File: src/source/rvCorePkg.sv
package rvCorePkg;

  localparam int xlen = 32;
  localparam logic [xlen-1:0] resetPc = 32'h8000_0000;

  // RV32I major opcodes in use
  localparam logic [6:0] opLoad   = 7'b0000011;
  localparam logic [6:0] opOpImm  = 7'b0010011;
  localparam logic [6:0] opAuipc  = 7'b0010111;
  localparam logic [6:0] opStore  = 7'b0100011;
  localparam logic [6:0] opOp     = 7'b0110011;
  localparam logic [6:0] opLui    = 7'b0110111;
  localparam logic [6:0] opJalr   = 7'b1100111;
  localparam logic [6:0] opJal    = 7'b1101111;
  localparam logic [6:0] opSystem = 7'b1110011;

  typedef enum logic [2:0] {immNone, immI, immS, immU, immJ} immTypeE;
  typedef enum logic [1:0] {aluAdd, aluPassB, aluAddClearLsb} aluOpE;
  typedef enum logic [1:0] {wbMem, wbAlu, wbPc4} wbSelE;
  typedef enum logic [1:0] {memNone, memLoad, memStore} memOpE;

  typedef struct packed {
    logic [xlen-1:0] pc;
    logic [xlen-1:0] rs1Data;
    logic [xlen-1:0] rs2Data;
    logic [xlen-1:0] imm;
    logic [4:0]      rd;
    logic            regWrite;
    logic            aluASel;  // 0 rs1, 1 pc
    logic            aluBSel;  // 0 rs2, 1 imm
    aluOpE           aluOp;
    memOpE           memOp;
    wbSelE           wbSel;
    logic            jump;
    logic            ebreak;
  } decodedT;

  typedef struct packed {
    logic [xlen-1:0] pc;
    logic [xlen-1:0] aluOut;
    logic [xlen-1:0] storeData;
    logic [4:0]      rd;
    logic            regWrite;
    memOpE           memOp;
    wbSelE           wbSel;
    logic            jump;
    logic            ebreak;
  } executedT;

  typedef struct packed {
    logic [xlen-1:0] pc;
    logic [xlen-1:0] aluOut;
    logic [xlen-1:0] loadData;
    logic [4:0]      rd;
    logic            regWrite;
    wbSelE           wbSel;
    logic            jump;
    logic            ebreak;
  } memoryT;

endpackage

File: src/source/regPortIf.sv
`timescale 1ns/1ns

interface regPortIf;
  logic [4:0]                rs1;
  logic [4:0]                rs2;
  logic [rvCorePkg::xlen-1:0] rdata1;
  logic [rvCorePkg::xlen-1:0] rdata2;
  logic                      wen;
  logic [4:0]                waddr;
  logic [rvCorePkg::xlen-1:0] wdata;

  modport reader (output rs1, rs2, input rdata1, rdata2);
  modport writer (output wen, waddr, wdata);
  modport storage (
    input  rs1, rs2, wen, waddr, wdata,
    output rdata1, rdata2
  );
endinterface

File: src/source/decodeStage.sv
`timescale 1ns/1ns

module decodeStage (
  input  logic                       clk,
  input  logic                       rstN,
  input  logic                       instValid,
  input  logic [31:0]                instIn,
  input  logic [rvCorePkg::xlen-1:0] pcIn,
  regPortIf.reader                   regPort,
  output logic                       decodedValid,
  output rvCorePkg::decodedT         decoded
);

  logic [6:0]          opcode;
  logic [2:0]          funct3;
  rvCorePkg::immTypeE  immType;
  rvCorePkg::decodedT  nextDecoded;

  assign opcode      = instIn[6:0];
  assign funct3      = instIn[14:12];
  assign regPort.rs1 = instIn[19:15];
  assign regPort.rs2 = instIn[24:20];

  always_comb begin
    immType              = rvCorePkg::immNone;
    nextDecoded.pc       = pcIn;
    nextDecoded.rs1Data  = regPort.rdata1;
    nextDecoded.rs2Data  = regPort.rdata2;
    nextDecoded.rd       = instIn[11:7];
    nextDecoded.regWrite = 1'b0;
    nextDecoded.aluASel  = 1'b0;
    nextDecoded.aluBSel  = 1'b0;
    nextDecoded.aluOp    = rvCorePkg::aluAdd;
    nextDecoded.memOp    = rvCorePkg::memNone;
    nextDecoded.wbSel    = rvCorePkg::wbAlu;
    nextDecoded.jump     = 1'b0;
    nextDecoded.ebreak   = 1'b0;
    case (opcode)
      rvCorePkg::opOpImm: begin
        if (funct3 == 3'b000) begin  // addi
          immType              = rvCorePkg::immI;
          nextDecoded.regWrite = 1'b1;
          nextDecoded.aluBSel  = 1'b1;
        end
      end
      rvCorePkg::opOp: begin
        if (funct3 == 3'b000) begin
          nextDecoded.regWrite = 1'b1;
        end
      end
      rvCorePkg::opLui: begin
        immType              = rvCorePkg::immU;
        nextDecoded.regWrite = 1'b1;
        nextDecoded.aluBSel  = 1'b1;
        nextDecoded.aluOp    = rvCorePkg::aluPassB;
      end
      rvCorePkg::opAuipc: begin
        immType              = rvCorePkg::immU;
        nextDecoded.regWrite = 1'b1;
        nextDecoded.aluASel  = 1'b1;
        nextDecoded.aluBSel  = 1'b1;
      end
      rvCorePkg::opJal: begin
        immType              = rvCorePkg::immJ;
        nextDecoded.regWrite = 1'b1;
        nextDecoded.aluASel  = 1'b1;
        nextDecoded.aluBSel  = 1'b1;
        nextDecoded.wbSel    = rvCorePkg::wbPc4;
        nextDecoded.jump     = 1'b1;
      end
      rvCorePkg::opJalr: begin
        if (funct3 == 3'b000) begin
          immType              = rvCorePkg::immI;
          nextDecoded.regWrite = 1'b1;
          nextDecoded.aluBSel  = 1'b1;
          nextDecoded.aluOp    = rvCorePkg::aluAddClearLsb;
          nextDecoded.wbSel    = rvCorePkg::wbPc4;
          nextDecoded.jump     = 1'b1;
        end
      end
      rvCorePkg::opLoad: begin
        if (funct3 == 3'b010) begin  // lw only
          immType              = rvCorePkg::immI;
          nextDecoded.regWrite = 1'b1;
          nextDecoded.aluBSel  = 1'b1;
          nextDecoded.memOp    = rvCorePkg::memLoad;
          nextDecoded.wbSel    = rvCorePkg::wbMem;
        end
      end
      rvCorePkg::opStore: begin
        if (funct3 == 3'b010) begin  // sw only
          immType             = rvCorePkg::immS;
          nextDecoded.aluBSel = 1'b1;
          nextDecoded.memOp   = rvCorePkg::memStore;
        end
      end
      rvCorePkg::opSystem: begin
        nextDecoded.ebreak = (funct3 == 3'b000) && (instIn[31:20] == 12'h001);
      end
      default: ;  // Retires as a no-op
    endcase

    case (immType)
      rvCorePkg::immI: nextDecoded.imm = {{20{instIn[31]}}, instIn[31:20]};
      rvCorePkg::immS: nextDecoded.imm = {{20{instIn[31]}}, instIn[31:25], instIn[11:7]};
      rvCorePkg::immU: nextDecoded.imm = {instIn[31:12], 12'b0};
      rvCorePkg::immJ: begin
        nextDecoded.imm = {{12{instIn[31]}}, instIn[19:12], instIn[20], instIn[30:21], 1'b0};
      end
      default: nextDecoded.imm = '0;
    endcase
  end

  always_ff @(posedge clk) begin
    if (!rstN) begin
      decodedValid <= 1'b0;
    end else begin
      decodedValid <= instValid;
    end
  end

  always_ff @(posedge clk) begin
    if (instValid) begin
      decoded <= nextDecoded;
    end
  end

endmodule

File: src/source/executeStage.sv
`timescale 1ns/1ns

module executeStage (
  input  logic                clk,
  input  logic                rstN,
  input  logic                decodedValid,
  input  rvCorePkg::decodedT  decoded,
  output logic                executedValid,
  output rvCorePkg::executedT executed
);

  logic [rvCorePkg::xlen-1:0] opA;
  logic [rvCorePkg::xlen-1:0] opB;
  logic [rvCorePkg::xlen-1:0] sum;
  logic [rvCorePkg::xlen-1:0] aluOut;

  assign opA = decoded.aluASel ? decoded.pc : decoded.rs1Data;
  assign opB = decoded.aluBSel ? decoded.imm : decoded.rs2Data;
  assign sum = opA + opB;

  always_comb begin
    case (decoded.aluOp)
      rvCorePkg::aluPassB:       aluOut = opB;  // lui
      rvCorePkg::aluAddClearLsb: aluOut = {sum[rvCorePkg::xlen-1:1], 1'b0};
      default:                   aluOut = sum;
    endcase
  end

  always_ff @(posedge clk) begin
    if (!rstN) begin
      executedValid <= 1'b0;
    end else begin
      executedValid <= decodedValid;
    end
  end

  always_ff @(posedge clk) begin
    if (decodedValid) begin
      executed.pc        <= decoded.pc;
      executed.aluOut    <= aluOut;  // Address for lw/sw, target for jumps
      executed.storeData <= decoded.rs2Data;
      executed.rd        <= decoded.rd;
      executed.regWrite  <= decoded.regWrite;
      executed.memOp     <= decoded.memOp;
      executed.wbSel     <= decoded.wbSel;
      executed.jump      <= decoded.jump;
      executed.ebreak    <= decoded.ebreak;
    end
  end

endmodule

File: src/source/fetchStage.sv
`timescale 1ns/1ns

module fetchStage #(
  parameter logic [rvCorePkg::xlen-1:0] resetPc = rvCorePkg::resetPc
) (
  input  logic                       clk,
  input  logic                       rstN,
  input  logic                       retire,
  input  logic [rvCorePkg::xlen-1:0] nextPc,
  input  logic                       halt,
  input  logic [31:0]                inst,
  output logic [rvCorePkg::xlen-1:0] pc,
  output logic                       instValid,
  output logic [31:0]                instOut
);

  logic token;  // Set while the core may fetch

  always_ff @(posedge clk) begin
    if (!rstN) begin
      pc        <= resetPc;
      token     <= 1'b1;
      instValid <= 1'b0;
    end else begin
      instValid <= token;
      if (token) begin
        token <= 1'b0;
      end
      if (retire && !halt) begin
        pc    <= nextPc;
        token <= 1'b1;
      end
    end
  end

  always_ff @(posedge clk) begin
    if (token) begin
      instOut <= inst;  // Held until the next fetch
    end
  end

endmodule

File: src/source/memoryStage.sv
`timescale 1ns/1ns

module memoryStage (
  input  logic                       clk,
  input  logic                       rstN,
  input  logic                       executedValid,
  input  rvCorePkg::executedT        executed,
  output logic                       wbCyc,
  output logic                       wbStb,
  output logic                       wbWe,
  output logic [3:0]                 wbSel,
  output logic [rvCorePkg::xlen-1:0] wbAdr,
  output logic [rvCorePkg::xlen-1:0] wbDatW,
  input  logic [rvCorePkg::xlen-1:0] wbDatR,
  input  logic                       wbAck,
  output logic                       memValid,
  output rvCorePkg::memoryT          memOut
);

  typedef enum logic {idle, busy} stateE;

  stateE state;
  logic  startAccess;

  assign wbSel       = 4'b1111;  // Word accesses only
  assign startAccess = executedValid && (executed.memOp != rvCorePkg::memNone);

  always_ff @(posedge clk) begin
    if (!rstN) begin
      state    <= idle;
      wbCyc    <= 1'b0;
      wbStb    <= 1'b0;
      wbWe     <= 1'b0;
      memValid <= 1'b0;
    end else begin
      memValid <= 1'b0;
      case (state)
        idle: begin
          if (startAccess) begin
            state <= busy;
            wbCyc <= 1'b1;
            wbStb <= 1'b1;
            wbWe  <= (executed.memOp == rvCorePkg::memStore);
          end else if (executedValid) begin
            memValid <= 1'b1;  // Pass-through
          end
        end
        busy: begin
          if (wbAck) begin
            state    <= idle;
            wbCyc    <= 1'b0;
            wbStb    <= 1'b0;
            wbWe     <= 1'b0;
            memValid <= 1'b1;
          end
        end
        default: state <= idle;
      endcase
    end
  end

  // Payload and bus address/data held stable through the access
  always_ff @(posedge clk) begin
    if (state == idle && executedValid) begin
      wbAdr           <= executed.aluOut;
      wbDatW          <= executed.storeData;
      memOut.pc       <= executed.pc;
      memOut.aluOut   <= executed.aluOut;
      memOut.rd       <= executed.rd;
      memOut.regWrite <= executed.regWrite;
      memOut.wbSel    <= executed.wbSel;
      memOut.jump     <= executed.jump;
      memOut.ebreak   <= executed.ebreak;
    end
    if (state == busy && wbAck) begin
      memOut.loadData <= wbDatR;
    end
  end

endmodule

File: src/source/regFile.sv
`timescale 1ns/1ns

module regFile #(
  parameter int regCount = 32
) (
  input  logic       clk,
  input  logic       rstN,
  regPortIf.storage  regPort
);

  logic [rvCorePkg::xlen-1:0] regs [regCount];

  // x0 is hardwired to zero
  assign regPort.rdata1 = (regPort.rs1 == 5'd0) ? '0 : regs[regPort.rs1];
  assign regPort.rdata2 = (regPort.rs2 == 5'd0) ? '0 : regs[regPort.rs2];

  always_ff @(posedge clk) begin
    if (!rstN) begin
      for (int i = 0; i < regCount; i++) begin
        regs[i] <= '0;
      end
    end else if (regPort.wen && (regPort.waddr != 5'd0)) begin
      regs[regPort.waddr] <= regPort.wdata;
    end
  end

endmodule

File: src/source/rvCore.sv
`timescale 1ns/1ns

module rvCore #(
  parameter logic [rvCorePkg::xlen-1:0] resetPc  = rvCorePkg::resetPc,
  parameter int                         regCount = 32
) (
  input  logic                       clk,
  input  logic                       rstN,
  input  logic [31:0]                inst,
  output logic [rvCorePkg::xlen-1:0] pc,
  output logic                       wbCyc,
  output logic                       wbStb,
  output logic                       wbWe,
  output logic [3:0]                 wbSel,
  output logic [rvCorePkg::xlen-1:0] wbAdr,
  output logic [rvCorePkg::xlen-1:0] wbDatW,
  input  logic [rvCorePkg::xlen-1:0] wbDatR,
  input  logic                       wbAck,
  output logic                       halted
);

  logic                       instValid;
  logic [31:0]                instReg;
  logic                       decodedValid;
  rvCorePkg::decodedT         decoded;
  logic                       executedValid;
  rvCorePkg::executedT        executed;
  logic                       memValid;
  rvCorePkg::memoryT          memOut;
  logic                       retire;
  logic [rvCorePkg::xlen-1:0] nextPc;
  logic                       halt;

  regPortIf regPort ();

  fetchStage #(.resetPc(resetPc)) i_fetch (
    .clk       (clk),
    .rstN      (rstN),
    .retire    (retire),
    .nextPc    (nextPc),
    .halt      (halt),
    .inst      (inst),
    .pc        (pc),
    .instValid (instValid),
    .instOut   (instReg)
  );

  decodeStage i_decode (
    .clk          (clk),
    .rstN         (rstN),
    .instValid    (instValid),
    .instIn       (instReg),
    .pcIn         (pc),
    .regPort      (regPort.reader),
    .decodedValid (decodedValid),
    .decoded      (decoded)
  );

  regFile #(.regCount(regCount)) i_regFile (
    .clk     (clk),
    .rstN    (rstN),
    .regPort (regPort.storage)
  );

  executeStage i_execute (
    .clk           (clk),
    .rstN          (rstN),
    .decodedValid  (decodedValid),
    .decoded       (decoded),
    .executedValid (executedValid),
    .executed      (executed)
  );

  memoryStage i_memory (
    .clk           (clk),
    .rstN          (rstN),
    .executedValid (executedValid),
    .executed      (executed),
    .wbCyc         (wbCyc),
    .wbStb         (wbStb),
    .wbWe          (wbWe),
    .wbSel         (wbSel),
    .wbAdr         (wbAdr),
    .wbDatW        (wbDatW),
    .wbDatR        (wbDatR),
    .wbAck         (wbAck),
    .memValid      (memValid),
    .memOut        (memOut)
  );

  writebackStage i_writeback (
    .clk      (clk),
    .rstN     (rstN),
    .memValid (memValid),
    .memIn    (memOut),
    .regPort  (regPort.writer),
    .retire   (retire),
    .nextPc   (nextPc),
    .halt     (halt),
    .halted   (halted)
  );

endmodule

File: src/source/writebackStage.sv
`timescale 1ns/1ns

module writebackStage (
  input  logic                       clk,
  input  logic                       rstN,
  input  logic                       memValid,
  input  rvCorePkg::memoryT          memIn,
  regPortIf.writer                   regPort,
  output logic                       retire,
  output logic [rvCorePkg::xlen-1:0] nextPc,
  output logic                       halt,
  output logic                       halted
);

  logic [rvCorePkg::xlen-1:0] pcPlus4;

  assign pcPlus4 = memIn.pc + 32'd4;

  always_comb begin
    case (memIn.wbSel)
      rvCorePkg::wbMem: regPort.wdata = memIn.loadData;
      rvCorePkg::wbPc4: regPort.wdata = pcPlus4;  // Link address
      default:          regPort.wdata = memIn.aluOut;
    endcase
  end

  assign regPort.wen   = memValid && memIn.regWrite;
  assign regPort.waddr = memIn.rd;

  assign retire = memValid;
  assign nextPc = memIn.jump ? memIn.aluOut : pcPlus4;
  assign halt   = memValid && memIn.ebreak;

  always_ff @(posedge clk) begin
    if (!rstN) begin
      halted <= 1'b0;
    end else if (halt) begin
      halted <= 1'b1;  // Sticky until reset
    end
  end

endmodule

File: config.mk
export PLATFORM = sky130hd
export DESIGN_NAME = rvCore
export DESIGN_NICKNAME = d
export VERILOG_FILES = /design/src/source/rvCorePkg.sv /design/src/source/regPortIf.sv /design/src/source/decodeStage.sv /design/src/source/executeStage.sv /design/src/source/fetchStage.sv /design/src/source/memoryStage.sv /design/src/source/regFile.sv /design/src/source/rvCore.sv /design/src/source/writebackStage.sv
export SDC_FILE = /design/constraint.sdc
export NUM_CORES = 2
export LEC_CHECK = 0
export BUFFER_PORTS_ARGS = -buffer_cell sky130_fd_sc_hd__buf_2
export CORE_UTILIZATION = 40
export DETAILED_ROUTE_END_ITERATION = 12
export MAX_ROUTING_LAYER = met4
export PLACE_DENSITY_LB_ADDON = 0.2
export SYNTH_ARGS = -nofsm -noshare
export SYNTH_HDL_FRONTEND = slang
export SYNTH_HIERARCHICAL = 1
export SYNTH_SLANG_ARGS = --single-unit
export TNS_END_PERCENT = 50
File: constraint.sdc
create_clock -name clk -period 10.9 [get_ports clk]
set_input_delay 2.18 -clock clk [delete_from_list [all_inputs] [get_ports clk]]
set_output_delay 2.18 -clock clk [all_outputs]
set_load 0.005 [all_outputs]
==> impl_metrics.env <==
export IMPL_slew_violations=3
export IMPL_wl_per_cell_um=34.1
export IMPL_min_delay_path_class="flop to flop"
export IMPL_fin_ws_ns=6.04
export IMPL_reg2regPathDepth=6
export IMPL_switching_power_w=0.00335
export IMPL_finalCriticalPeriod_ns=4.86
export IMPL_mostFrequentLayoutCell="edfxtp_1"
export IMPL_worstMarginPinSlew_ns=1.54
export IMPL_worstPathRequired_ns=11.33
export IMPL_drcViolationCount=0
export IMPL_setup_worst_path_end_class="flop"
export IMPL_place_port_buffers=166
export IMPL_post_place_ws_ns=5.51
export IMPL_max_freq_ghz=0.206
export IMPL_leakage_nw=29.4
export IMPL_max_slew_margin_rel_pct=-2.91
export IMPL_cts_resized=0
export IMPL_crit_path_frequent_cell="buf_12"
export IMPL_synth_largest_area_cell="edfxtp_1"
export IMPL_slowest_stage="a2111oi_1"
export IMPL_critPathMaxStageDelay_ns=1.26
export IMPL_synth_top_area_share_pct=58.6
export IMPL_cts_path_max_buffers=3
export IMPL_final_cell_mix="1,446 x edfxtp_1, 1,007 x and2_1, 472 x mux4_2, 189 x mux2i_1, 171 x clkbuf_16"
export IMPL_intPower_w=0.0103
export IMPL_grt_pass1_wl_mm=356
export IMPL_crit_chain="buf_12 -> buf_12 -> mux4_2 -> a22o_1 -> a2111oi_1 -> nor3_1"
export IMPL_vdd_drop_max_v=0.000152
export IMPL_violations="max-capacitance violations, max-slew violations"
export IMPL_numCtsBuffers=167
export IMPL_hold_depth=0
export IMPL_p_per_area_mw_per_mm2=164
export IMPL_rows=157
export IMPL_clock_latency_ns=0.82
export IMPL_via_per_inst=6.06
export IMPL_seq_area_mm2=0.0443
export IMPL_hold_path_endpoint="i_memory/memOut[54]$_DFFE_PP_"
export IMPL_num_vias=45876
export IMPL_hold_buffers=0
export IMPL_maxCapViolations=2
export IMPL_num_fill_cells=15981
export IMPL_timing_final_crit_share_pct=44.5
export IMPL_cts_clk_slew_worst_paths_ns=0.06
export IMPL_rsz0062_at_grt="no"
export IMPL_fp_dieArea_mm2=0.187
export IMPL_start_util_pct=40.4
export IMPL_drt_iter0_drc=5559
export IMPL_die_h_um=433
export IMPL_skew_ns=0.0417
export IMPL_die_w_um=433
export IMPL_yosysSeqAreaShare_pct=59.7
export IMPL_postSynthAreaPerCell_um2=15.0
export IMPL_finalHoldViolations=0
export IMPL_root_buffer="clkbuf_16"
export IMPL_synth_seq_cells=1487
export IMPL_r2r_end="i_decode/decoded[50]$_DFFE_PP_"
export IMPL_io_pins=171
export IMPL_switching_share_pct=24.5
export IMPL_multi_input_area_mm2=0.0282
export IMPL_final_util_pct=45.3
export IMPL_setup_viol=0
export IMPL_crit_path_start_kind="flop"
export IMPL_synth_edf_count=1446
export IMPL_cts_tree="built"
export IMPL_synthToLayoutAreaGrowth_pct=12.3
export IMPL_fin_tns_setup_ns=0
export IMPL_htree_levels=4
export IMPL_overflow=0
export IMPL_grt_pass1_vias=44804
export IMPL_grtUsageTotal_pct=28.2
export IMPL_ys_flop_type="edfxtp_1"
export IMPL_syn_area_mm2=0.0742
export IMPL_synth_area_leaders="edfxtp_1 59%, mux4_2 14%, and2_1 8.5%"
export IMPL_async_flop_share_pct=0
export IMPL_core_mm2=0.184
export IMPL_seq_power_share_pct=48.3
export IMPL_share_comb_of_total_power_pct=9.5
export IMPL_grt_antenna_before_repair=28
export IMPL_gp_congestion=0.928
export IMPL_yosysWarnings=6
export IMPL_synth_cell_types=98
export IMPL_cp_max_fo=94
export IMPL_syn_inst=4937
export IMPL_status="finished with violations"
export IMPL_min_from="i_execute/executed[56]$_DFFE_PP_"
export IMPL_grt_max_degree=109
export IMPL_reg2reg_from="i_fetch/instOut[20]$_DFFE_PP_"
export IMPL_cts_setup_buffers=0
export IMPL_criticalPathCategory="flop to flop"
export IMPL_drt_total_wl_mm=258
export IMPL_clock_sinks=1487
export IMPL_hpwl_mm=161
export IMPL_nNetsFinal=5053
export IMPL_clkPwrFrac_pct=42.1
export IMPL_drive_gt1_share_pct=25.1
export IMPL_cp_arrival_ns=5.29
export IMPL_drtPass1Iterations=6
export IMPL_postRouteAntennaNets=0
export IMPL_r2r_slack_ns=6.04
## stage by stage
stage	hold slack (ns)	power (W)	cell area, µm²	instances
floorplan	0.400	0.00746	74300	4971
global placement	0.400	0.00799	77600	7246
detailed placement	0.405	0.00799	77600	7246
CTS	0.414	0.0137	83200	7555
global route	0.420	0.0140	83200	7563
finish	0.414	0.0137	83200	7575
## cell type report
class / count / share of cell area, %
inverter: 25 / 0.113
tap: 2464 / 3.70
sequential: 1487 / 53.2
antenna: 20 / 0.0601
clock inverter: 99 / 1.32
clock buffer: 210 / 5.34
timing repair buffer: 317 / 2.49
multi-input combinational: 2953 / 33.8
## cell usage after synthesis (41+ instances only)
master    number
a21o_1        41
a21oi_1       78
a22o_1        57
and2_1      1008
buf_2         49
buf_4         91
clkbuf_1     306
dfxtp_1       41
edfxtp_1    1446
mux2_2        97
mux2i_1      189
mux4_2       472
nand2_1      166
nor2_1       103
nor3_1        70
o21ai_0       91
o22ai_1      104
## flip-flops by register name, indices dropped and copies added, names as in the netlist
| name | count |
|---|---|
| i_decode/decodedValid | 1 |
| i_writeback/halted | 1 |
| i_fetch/token | 1 |
| i_fetch/instOut | 32 |
| i_regFile/regs | 1024 |
| i_memory/wbStb | 1 |
| i_memory/memOut | 106 |
| i_execute/executedValid | 1 |
| i_memory/state | 1 |
| i_decode/decoded | 144 |
| i_execute/executed | 108 |
| i_fetch/pc | 32 |
| i_memory/wbDatW | 32 |
| i_memory/wbWe | 1 |
| i_fetch/instValid | 1 |
| i_memory/memValid | 1 |
## power groups by stage
stage                     sequential (W)  combinational [W]  clock [W]
after floorplan                  0.00668           0.000777          0
after global placement           0.00671            0.00127          0
after detailed placement         0.00672            0.00128          0
after CTS                        0.00660            0.00128    0.00584
after global routing             0.00662            0.00134    0.00605
final                            0.00660            0.00130    0.00576
## critical path, delay by kind of cell, from the launching register on
family / cells / cell delay [ns]
AOI/OAI and AO/OA: 2 / 1.52
muxes: 1 / 0.59
DFF: 1 / 0.50
buffers and inverters: 2 / 1.25
and+or+nand+nor: 1 / 0.44
## per-layer routing
layer	share of wire (%)	GRT usage, %	vias to the layer above
li1	-	-	18992
met1	39	36.5	23858
met2	46	42.7	2504
met3	9.0	4.72	522
met4	6.0	15.1	0
met5	0	-	-
## worst max path at each step
stage | start | cells after the start | slack [ns] | end
5_1_grt | i_fetch/instOut[20]$_DFFE_PP_ | 6 | 6.12 | i_decode/decoded[50]$_DFFE_PP_
6_report | i_fetch/instOut[20]$_DFFE_PP_ | 6 | 6.04 | i_decode/decoded[50]$_DFFE_PP_
4_1_cts | i_fetch/instOut[20]$_DFFE_PP_ | 6 | 6.33 | i_decode/decoded[52]$_DFFE_PP_
3_3_place_gp | rstN | 4 | 5.56 | i_regFile/regs[4][24]$_SDFFCE_PN0P_
3_5_place_dp | rstN | 5 | 5.51 | i_regFile/regs[4][13]$_SDFFCE_PN0P_
2_1_floorplan | rstN | 5 | 5.18 | i_regFile/regs[24][0]$_SDFFCE_PN0P_
## cell families (layout without fill, tap and decap cells)
group | count (synthesis) | count (layout) | synth area share, %
xor gates and xnor gates | 45 | 45 | 0.531
other | 2 | 56 | 0.0101
adders and majority gates | 35 | 35 | 0.601
and+or+nand+nor | 1527 | 1527 | 12.0
AOI/OAI and AO/OA | 552 | 552 | 5.20
DFF | 1487 | 1487 | 59.7
buffers and inverters | 531 | 651 | 3.61
muxes | 758 | 758 | 18.4
(Power assumes the default switching activity.)
